## config.mk

```make
export PLATFORM = sky130hd
export DESIGN_NAME = signal_tap_top
export DESIGN_NICKNAME = d
export VERILOG_FILES = /design/src/tap_pkg.sv /design/src/bit_select_tree.sv /design/src/dual_context_select.sv /design/src/tap_arbiter.sv /design/src/trigger_unit.sv /design/src/capture_unit.sv /design/src/signal_tap_top.sv
export SDC_FILE = /design/constraint.sdc
export NUM_CORES = 1
export LEC_CHECK = 0
export CAP_MARGIN = 25
export CELL_PAD_IN_SITES_DETAIL_PLACEMENT = 0
export CELL_PAD_IN_SITES_GLOBAL_PLACEMENT = 2
export CORE_UTILIZATION = 39
export CTS_CLUSTER_DIAMETER = 50
export DETAILED_ROUTE_END_ITERATION = 8
export DONT_BUFFER_PORTS = 1
export PLACE_DENSITY = 0.73
export SYNTH_ARGS = -nofsm -noshare
export SYNTH_HDL_FRONTEND = slang
export SYNTH_SLANG_ARGS = --single-unit
```

## constraint.sdc

```tcl
create_clock -name clk -period 6.2 [get_ports clk]
set_clock_uncertainty 0.15 [all_clocks]
set_input_delay 1.24 -clock clk [delete_from_list [all_inputs] [get_ports clk]]
set_output_delay 1.24 -clock clk [all_outputs]
set_load 0.01 [all_outputs]
```

## src/tap_pkg.sv

```systemverilog
package tap_pkg;

    // ====================
    // probe space
    // ====================

    parameter int num_probes = 128;                 // probe signals in the tapped word.
    parameter int sel_w      = $clog2(num_probes);  // width of one probe index.

    // ====================
    // requesters
    // ====================

    // the owner also picks the tree context that serves the request.
    typedef enum logic {
        owner_trig = 1'b0,
        owner_cap  = 1'b1
    } owner_e;

    // ====================
    // request and response
    // ====================

    typedef struct packed {
        logic             req;      // request level, held until granted.
        logic [sel_w-1:0] sel;      // probe index to read.
    } tap_req_t;

    typedef struct packed {
        logic   valid;              // one cycle pulse, one cycle after the grant.
        owner_e owner;              // requester that owns this response.
        logic   bit_val;            // probe value at the requested index.
    } tap_rsp_t;

endpackage

```

## src/bit_select_tree.sv

```systemverilog
module bit_select_tree (
    input  logic                           clk,
    input  logic                           rst_n,
    input  logic [tap_pkg::num_probes-1:0] probes,
    input  logic [tap_pkg::sel_w-1:0]      sel,
    output logic                           bit_out
);

    localparam int n_leaves = tap_pkg::num_probes / 2;

    logic [tap_pkg::num_probes-1:0] leaf_q;         // registered probe pairs.
    // node[l][i] is node i of tree level l; level 0 holds the leaf mux outputs.
    logic [tap_pkg::sel_w-1:0][n_leaves-1:0] node;

    // ====================
    // registered leaf pairs
    // ====================

    for (genvar i = 0; i < n_leaves; i++)
    begin : g_leaf
        always_ff @(posedge clk)
        begin
            if (!rst_n)
            begin
                leaf_q[2*i]   <= 1'b0;
                leaf_q[2*i+1] <= 1'b0;
            end
            else
            begin
                leaf_q[2*i]   <= probes[2*i];
                leaf_q[2*i+1] <= probes[2*i+1];
            end
        end

        // sel bit 0 is registered upstream at the same edge as the pair.
        assign node[0][i] = sel[0] ? leaf_q[2*i+1] : leaf_q[2*i];
    end

    // ====================
    // combinational 2:1 tree
    // ====================

    for (genvar l = 1; l < tap_pkg::sel_w; l++)
    begin : g_level
        for (genvar i = 0; i < n_leaves; i++)
        begin : g_node
            if (i < (n_leaves >> l))
            begin : g_mux
                assign node[l][i] = sel[l] ? node[l-1][2*i+1] : node[l-1][2*i];
            end
            else
            begin : g_unused
                assign node[l][i] = 1'b0;   // slot above the width of this level.
            end
        end
    end

    assign bit_out = node[tap_pkg::sel_w-1][0];

endmodule

```

## src/dual_context_select.sv

```systemverilog
module dual_context_select (
    input  logic                           clk,
    input  logic                           rst_n,
    input  logic [tap_pkg::num_probes-1:0] probes,
    input  logic [tap_pkg::sel_w-1:0]      probe_sel,
    input  tap_pkg::owner_e                ctx,
    input  logic                           load,
    output logic                           bit_out
);

    logic [1:0][tap_pkg::num_probes-1:0] held_probes;   // last loaded probe word per context.
    logic [1:0][tap_pkg::sel_w-1:0]      held_sel;      // last loaded index per context.
    logic [1:0]                          tree_out;
    tap_pkg::owner_e                     ctx_q;         // context of the last load.

    // ====================
    // held inputs
    // ====================

    always_ff @(posedge clk)
    begin
        if (load)
        begin
            held_probes[ctx] <= probes;
            held_sel[ctx]    <= probe_sel;
        end
    end

    always_ff @(posedge clk)
    begin
        if (!rst_n)
            ctx_q <= tap_pkg::owner_trig;
        else if (load)
            ctx_q <= ctx;
    end

    // ====================
    // one tree per context
    // ====================

    for (genvar c = 0; c < 2; c++)
    begin : g_ctx
        logic [tap_pkg::num_probes-1:0] tree_in;

        // the active context sees live probes, the idle one its frozen copy.
        assign tree_in = (load && ctx == tap_pkg::owner_e'(c)) ? probes : held_probes[c];

        bit_select_tree u_tree (
            .clk     (clk),
            .rst_n   (rst_n),
            .probes  (tree_in),
            .sel     (held_sel[c]),
            .bit_out (tree_out[c])
        );
    end

    assign bit_out = tree_out[ctx_q];

endmodule

```

## src/tap_arbiter.sv

```systemverilog
module tap_arbiter (
    input  logic                      clk,
    input  logic                      rst_n,
    input  tap_pkg::tap_req_t         trig_req,
    input  tap_pkg::tap_req_t         cap_req,
    output logic                      trig_gnt,
    output logic                      cap_gnt,
    output logic [tap_pkg::sel_w-1:0] probe_sel,
    output tap_pkg::owner_e           ctx,
    output logic                      load,
    input  logic                      bit_in,
    output tap_pkg::tap_rsp_t         rsp
);

    tap_pkg::owner_e last_owner;    // owner of the most recent grant.
    logic            rsp_valid_q;
    tap_pkg::owner_e rsp_owner_q;

    // ====================
    // round robin grant
    // ====================

    // under contention the requester not granted last wins.
    assign trig_gnt = trig_req.req && (!cap_req.req || last_owner == tap_pkg::owner_cap);
    assign cap_gnt  = cap_req.req && (!trig_req.req || last_owner == tap_pkg::owner_trig);

    assign load      = trig_gnt || cap_gnt;
    assign ctx       = cap_gnt ? tap_pkg::owner_cap : tap_pkg::owner_trig;
    assign probe_sel = cap_gnt ? cap_req.sel : trig_req.sel;

    always_ff @(posedge clk)
    begin
        if (!rst_n)
            last_owner <= tap_pkg::owner_cap;   // so the trigger wins the first tie.
        else if (load)
            last_owner <= ctx;
    end

    // ====================
    // response
    // ====================

    always_ff @(posedge clk)
    begin
        if (!rst_n)
        begin
            rsp_valid_q <= 1'b0;
            rsp_owner_q <= tap_pkg::owner_trig;
        end
        else
        begin
            rsp_valid_q <= load;
            rsp_owner_q <= ctx;
        end
    end

    assign rsp = '{valid: rsp_valid_q, owner: rsp_owner_q, bit_val: bit_in};

endmodule

```

## src/trigger_unit.sv

```systemverilog
module trigger_unit (
    input  logic                      clk,
    input  logic                      rst_n,
    input  logic                      arm,
    input  logic [tap_pkg::sel_w-1:0] trig_sel,
    input  logic                      trig_level,
    input  logic                      gnt,
    input  tap_pkg::tap_rsp_t         rsp,
    output tap_pkg::tap_req_t         req,
    output logic                      triggered
);

    logic in_flight;    // a granted read is waiting for its response.
    logic own_rsp;

    assign own_rsp = rsp.valid && rsp.owner == tap_pkg::owner_trig;

    // ====================
    // request
    // ====================

    assign req.req = arm && !in_flight;     // poll while armed, one read at a time.
    assign req.sel = trig_sel;

    always_ff @(posedge clk)
    begin
        if (!rst_n)
            in_flight <= 1'b0;
        else if (gnt)
            in_flight <= 1'b1;
        else if (own_rsp)
            in_flight <= 1'b0;
    end

    // ====================
    // sticky level match
    // ====================

    always_ff @(posedge clk)
    begin
        if (!rst_n)
        begin
            triggered <= 1'b0;
        end
        else if (!arm)
        begin
            triggered <= 1'b0;              // disarming clears the trigger.
        end
        else if (own_rsp && rsp.bit_val == trig_level)
        begin
            triggered <= 1'b1;
        end
    end

endmodule

```

## src/capture_unit.sv

```systemverilog
module capture_unit #(
    parameter int CAP_DEPTH = 16
) (
    input  logic                      clk,
    input  logic                      rst_n,
    input  logic                      start,
    input  logic [tap_pkg::sel_w-1:0] base,
    input  logic                      gnt,
    input  tap_pkg::tap_rsp_t         rsp,
    output tap_pkg::tap_req_t         req,
    output logic                      busy,
    output logic                      done,
    output logic [CAP_DEPTH-1:0]      cap_data
);

    localparam int cnt_w = (CAP_DEPTH > 1) ? $clog2(CAP_DEPTH) : 1;

    logic [tap_pkg::sel_w-1:0] idx;         // next probe index to read.
    logic [cnt_w-1:0]          count;       // responses stored so far.
    logic                      in_flight;
    logic                      own_rsp;
    logic                      last_rsp;

    assign own_rsp  = rsp.valid && rsp.owner == tap_pkg::owner_cap;
    assign last_rsp = own_rsp && busy && count == cnt_w'(CAP_DEPTH - 1);

    // ====================
    // request
    // ====================

    assign req.req = busy && !in_flight;
    assign req.sel = idx;

    always_ff @(posedge clk)
    begin
        if (!rst_n)
            in_flight <= 1'b0;
        else if (gnt)
            in_flight <= 1'b1;
        else if (own_rsp)
            in_flight <= 1'b0;
    end

    // the index wraps at num_probes with the width of sel.
    always_ff @(posedge clk)
    begin
        if (start && !busy)
            idx <= base;
        else if (gnt)
            idx <= idx + 1'b1;
    end

    // ====================
    // control and capture word
    // ====================

    always_ff @(posedge clk)
    begin
        if (!rst_n)
        begin
            busy     <= 1'b0;
            done     <= 1'b0;
            count    <= '0;
            cap_data <= '0;
        end
        else
        begin
            done <= last_rsp;               // one cycle pulse after the last response.
            if (start && !busy)
            begin
                busy     <= 1'b1;
                count    <= '0;
                cap_data <= '0;
            end
            else if (own_rsp && busy)
            begin
                cap_data[count] <= rsp.bit_val;
                count           <= count + 1'b1;
                if (last_rsp)
                    busy <= 1'b0;           // busy falls as done rises.
            end
        end
    end

endmodule

```

## src/signal_tap_top.sv

```systemverilog
module signal_tap_top #(
    parameter int CAP_DEPTH = 16
) (
    input  logic                           clk,
    input  logic                           rst_n,
    input  logic [tap_pkg::num_probes-1:0] probes,
    input  logic                           arm,
    input  logic                           trig_level,
    input  logic [tap_pkg::sel_w-1:0]      trig_sel,
    input  logic                           start,
    input  logic [tap_pkg::sel_w-1:0]      base,
    output logic                           triggered,
    output logic                           busy,
    output logic                           done,
    output logic [CAP_DEPTH-1:0]           cap_data
);

    tap_pkg::tap_req_t         trig_req;
    tap_pkg::tap_req_t         cap_req;
    logic                      trig_gnt;
    logic                      cap_gnt;
    logic [tap_pkg::sel_w-1:0] probe_sel;
    tap_pkg::owner_e           ctx;
    logic                      load;
    logic                      sel_bit;
    tap_pkg::tap_rsp_t         rsp;         // broadcast to both clients.

    // ====================
    // shared select path
    // ====================

    tap_arbiter u_tap_arbiter (
        .clk       (clk),
        .rst_n     (rst_n),
        .trig_req  (trig_req),
        .cap_req   (cap_req),
        .trig_gnt  (trig_gnt),
        .cap_gnt   (cap_gnt),
        .probe_sel (probe_sel),
        .ctx       (ctx),
        .load      (load),
        .bit_in    (sel_bit),
        .rsp       (rsp)
    );

    dual_context_select u_dual_context_select (
        .clk       (clk),
        .rst_n     (rst_n),
        .probes    (probes),
        .probe_sel (probe_sel),
        .ctx       (ctx),
        .load      (load),
        .bit_out   (sel_bit)
    );

    // ====================
    // clients
    // ====================

    trigger_unit u_trigger_unit (
        .clk        (clk),
        .rst_n      (rst_n),
        .arm        (arm),
        .trig_sel   (trig_sel),
        .trig_level (trig_level),
        .gnt        (trig_gnt),
        .rsp        (rsp),
        .req        (trig_req),
        .triggered  (triggered)
    );

    capture_unit #(
        .CAP_DEPTH (CAP_DEPTH)
    ) u_capture_unit (
        .clk      (clk),
        .rst_n    (rst_n),
        .start    (start),
        .base     (base),
        .gnt      (cap_gnt),
        .rsp      (rsp),
        .req      (cap_req),
        .busy     (busy),
        .done     (done),
        .cap_data (cap_data)
    );

endmodule

```

==> flow_results.org <==
** Synthesis
- After Yosys synthesis, XOR and XNOR cells account for 0.3279% of the synthesized area.
- Register bit count reported by yosys :: 562
- Mean cell area of the mapped netlist :: between 10 and 15 µm²
- The share of the Yosys chip area taken by registers is 65.63%.
- Count of flip-flops with a built-in enable after synthesis :: 277
- Synth Area in Adders :: 0.2928%
- Synthesized-area fraction occupied by ao, oa, aoi and oai cells :: between 10% and 20%
- Synth Instances :: 1761
- Post-synthesis simple-gate area fraction :: ~12%
- After synthesis, the largest family of logic cells by area is simple AND/OR/NAND/NOR gates.
- Count of distinct cell types in the synthesized netlist :: 49
- Synth warnings :: 0
- Counting every net in the synthesized netlist gives 1913.
- Total standard cell area after synthesis :: roughly 0.021 mm²
- After synthesis, the share of cell area in mux cells is 7.273%.
- Share of async-settable or async-resettable flops after synthesis :: 0%
- The most used flip-flop cell after synthesis is dfxtp_1.

** Die
- The floorplan has 85 rows.
- The core region is 0.05403 mm².
- In this run the count of I/O pins placed on the die edge is 166.
- In this run the vertical extent of the chip is 236.1 µm.
- The die covers 0.05573 mm².
- The initial utilization of the core area, before any placement, comes to 39.55%.
- Measured along the x axis, the die boundary spans 236.1 µm.

** Timing
- Headroom to the max-slew limit came out at between 30% and 40%.
- Setup violations remaining at the end of the flow were counted as 0.
- In the post-route analysis, the smallest setup slack over all paths is 2337 ps.
- On the final layout, the worst hold slack is 317.6 ps.
- Actual slew at the worst max-slew pin :: 951.2 ps
- Setup repair after global routing missed its margin :: no
- Setup total negative slack on the finished layout was measured at 0 ps.
- Derived from the worst setup path, the maximum achievable clock frequency is around 260 MHz.
- The count of pins over their slew limit is 0.
- Min Clock Period, post-route :: 3863 ps
- After layout, the worst path uses a little over 60% of the clock period.
- Hold Violations, Final :: 0

** GRT
- Across every metal layer, demand over resource in global routing totals 19.08%.
- Entering global routing, the biggest net connects 268 pins.
- After global routing the overflow that remains totals 0.
- The first global-routing pass estimated 80300 µm of wire.
- Number of global-route vias before repair :: about 13000
- The initial antenna violation count was 5.

** Finish
- The net count of the finished layout is 1889.
- For this run, the number of standard cells in the final layout without fillers is 2489.
- Layout overhead on the synthesized area :: 12.92%
- Leaving out fill and tap cells, the most frequent cells in the layout are 566 x nand2_1, 285 x dfxtp_1, 277 x edfxtp_1, 261 x a21boi_0, 73 x clkbuf_16.
- Diode insertion count for antenna repair :: 0
- Leaving out fill and tap cells, the most frequent cell in the layout is nand2_1.
- Cells fill ~45% of the core in the end.
- Cells with a size suffix above 1 make up 11.04% of the layout.

** Routing
- DRC violation count after routing :: 0
- Vias :: 12764
- The final layout contains routed wiring with a total length of 52340 µm.
- The first routing iteration left 1006 violations.
- The first detailed-routing pass took 7 iterations.
- Dividing the detail-routed wire length by the instance count gives roughly 21 µm.
- Antenna violation net count after detailed routing :: 0
- Via count normalized by instance count :: just over 5

** Clock tree
- In this run, post-CTS hold repair placed 0 buffers.
- Clock Latency Late Sink :: 600 ps
- TritonCTS built the clock tree.
- Number of buffers on the longest clock path :: 3
- The H-tree generated during clock tree synthesis spans 3 levels.
- CTS saw 562 sinks.
- Number of buffers inserted during clock tree synthesis :: 70
- Clock-pin slew was measured on the worst setup and hold paths at 60 ps.
- Post-CTS timing repair inserted 0 buffers for setup.
- Root Driver :: clkbuf_16
- Gates resized during post-CTS repair numbered 0.

** Place
- Prior to clock tree synthesis, the placed netlist has a worst setup slack of approximately 2200 ps.
- Dpl cells :: 2359
- The congestion estimate from routability-driven global placement came to 0.7384.
- Detailed placement ended at an HPWL of 32230 µm.
- IO buf count :: 0

** Flow run
- Across the run, the number of max-cap violations was 0.

** Worst hold path
- Hold Path Class :: flip-flop to flip-flop

** Setup path
- In this run the worst path has a maximum fanout of 23.
- The worst setup path is of the flip-flop to flip-flop kind.
- Crit. End Element :: flip-flop
- Startpoint types :: flip-flop
- Critical Path AT :: 4140 ps
- Endpoint required time on the critical path :: 6480 ps

** Pwr
- IR analysis of the VDD net gives a maximum drop of approximately 190 µV.
- Total leakage power :: between 0.008 and 0.009 µW
- Pwr per Cell Area :: 367.2 mW/mm²

** Outcome
- Status :: finished, final reports clean
[Yosys cell counts (all sizes together) (2+ instances only)]
cell type,count,area (µm²)
nand2,566,2125
dfxtp,285,5705
edfxtp,277,8318
a21boi,261,1959
clkbuf,96,361.6
mux4,62,1411
nor2,40,150.1
nand3,23,115.1
buf,20,187.7
a211oi,19,192.7
mux2i,12,120.1
nor2b,12,75.07
a22oi,10,75.07
inv,10,37.54
o21ai,9,45.04
nand2b,7,43.79
a311oi,5,43.79
ha,5,62.56
a21oi,4,31.28
nor3,4,20.02
xnor2,4,35.03
xor2,4,35.03
nand4,3,18.77
a31oi,2,12.51
and2,2,12.51
and3,2,12.51
mux2,2,22.52
nand3b,2,15.01
o21a,2,15.01
o221ai,2,17.52
[path summary, 6_finish.rpt]
path	start	end	slack, ps	depth (start not counted)
max	u_dual_context_select.held_sel[7]	u_capture_unit.cap_data[14]	2340	8
min reg2reg	u_capture_unit.in_flight	u_capture_unit.in_flight	320	2
max reg2reg	u_dual_context_select.held_sel[7]	u_capture_unit.cap_data[14]	2340	8
min	u_capture_unit.in_flight	u_capture_unit.in_flight	320	2
[worst max-delay path, stage by stage (launching register included)]
cell	delay (ps)
edfxtp_1	940
buf_12	320
mux4_2	540
a22oi_1	300
nand3_1	170
a211oi_1	320
o32ai_2	190
a21oi_4	560
a211oi_1	160
[power breakdown]
part / total, µW / internal [µW] / switching (µW) / leakage, µW
registers: 4310 / 4210 / 104 / 0.00497
logic: 685 / 265 / 420 / 0.00276
clock network: 3860 / 2300 / 1560 / 0.00106
total: 8860 / 6770 / 2090 / 0.00880
[registers in the layout (all words and copies together), names as in the netlist]
| signal | count |
|---|---|
| u_tap_arbiter.last_owner | 1 |
| u_capture_unit.idx | 7 |
| u_dual_context_select.held_sel | 14 |
| u_capture_unit.cap_data | 16 |
| u_trigger_unit.triggered | 1 |
| u_capture_unit.in_flight | 1 |
| u_trigger_unit.in_flight | 1 |
| u_tap_arbiter.rsp_owner_q | 1 |
| u_capture_unit.count | 4 |
| u_dual_context_select.held_probes | 256 |
| u_tap_arbiter.rsp_valid_q | 1 |
| u_dual_context_select.g_ctx.u_tree.leaf_q | 256 |
| u_capture_unit.busy | 1 |
| u_capture_unit.done | 1 |
| u_dual_context_select.ctx_q | 1 |
[metrics by stage]
stage	power, µW	area, µm²
2_1_floorplan	4892	21370
3_3_place_gp	5067	21870
3_5_place_dp	5083	21870
4_1_cts	8975	24070
5_1_grt	9232	24130
6_report	8859	24130
[per-layer routing]
layer	part of all wire, %	up-vias	global-route usage [%]
li1	-	6112	-
met1	46	6306	26.21
met2	45	249	29.15
met3	6.2	87	5.746
met4	2.0	10	5.328
met5	0.11	-	0
[cells by family after synthesis]
kind of cell	count (synthesis)
AO/OA/AOI/OAI	322
flip-flops	562
XOR/XNOR	8
buffers and inverters	126
adder cells (fa/ha/maj)	5
AND/OR/NAND/NOR	662
multiplexers	76
[final cells by class]
| class | count | area [µm²] |
|---|---|---|
| clock buffers | 98 | 1951 |
| well taps | 696 | 870.8 |
| fillers | 4962 | 29900 |
| flip-flops and latches | 562 | 14020 |
| clock inverters | 30 | 251.5 |
| inverters | 10 | 52.55 |
| multi-input cells | 1073 | 6777 |
| repair buffers | 20 | 202.7 |
Power figures use the tool's default switching activity.
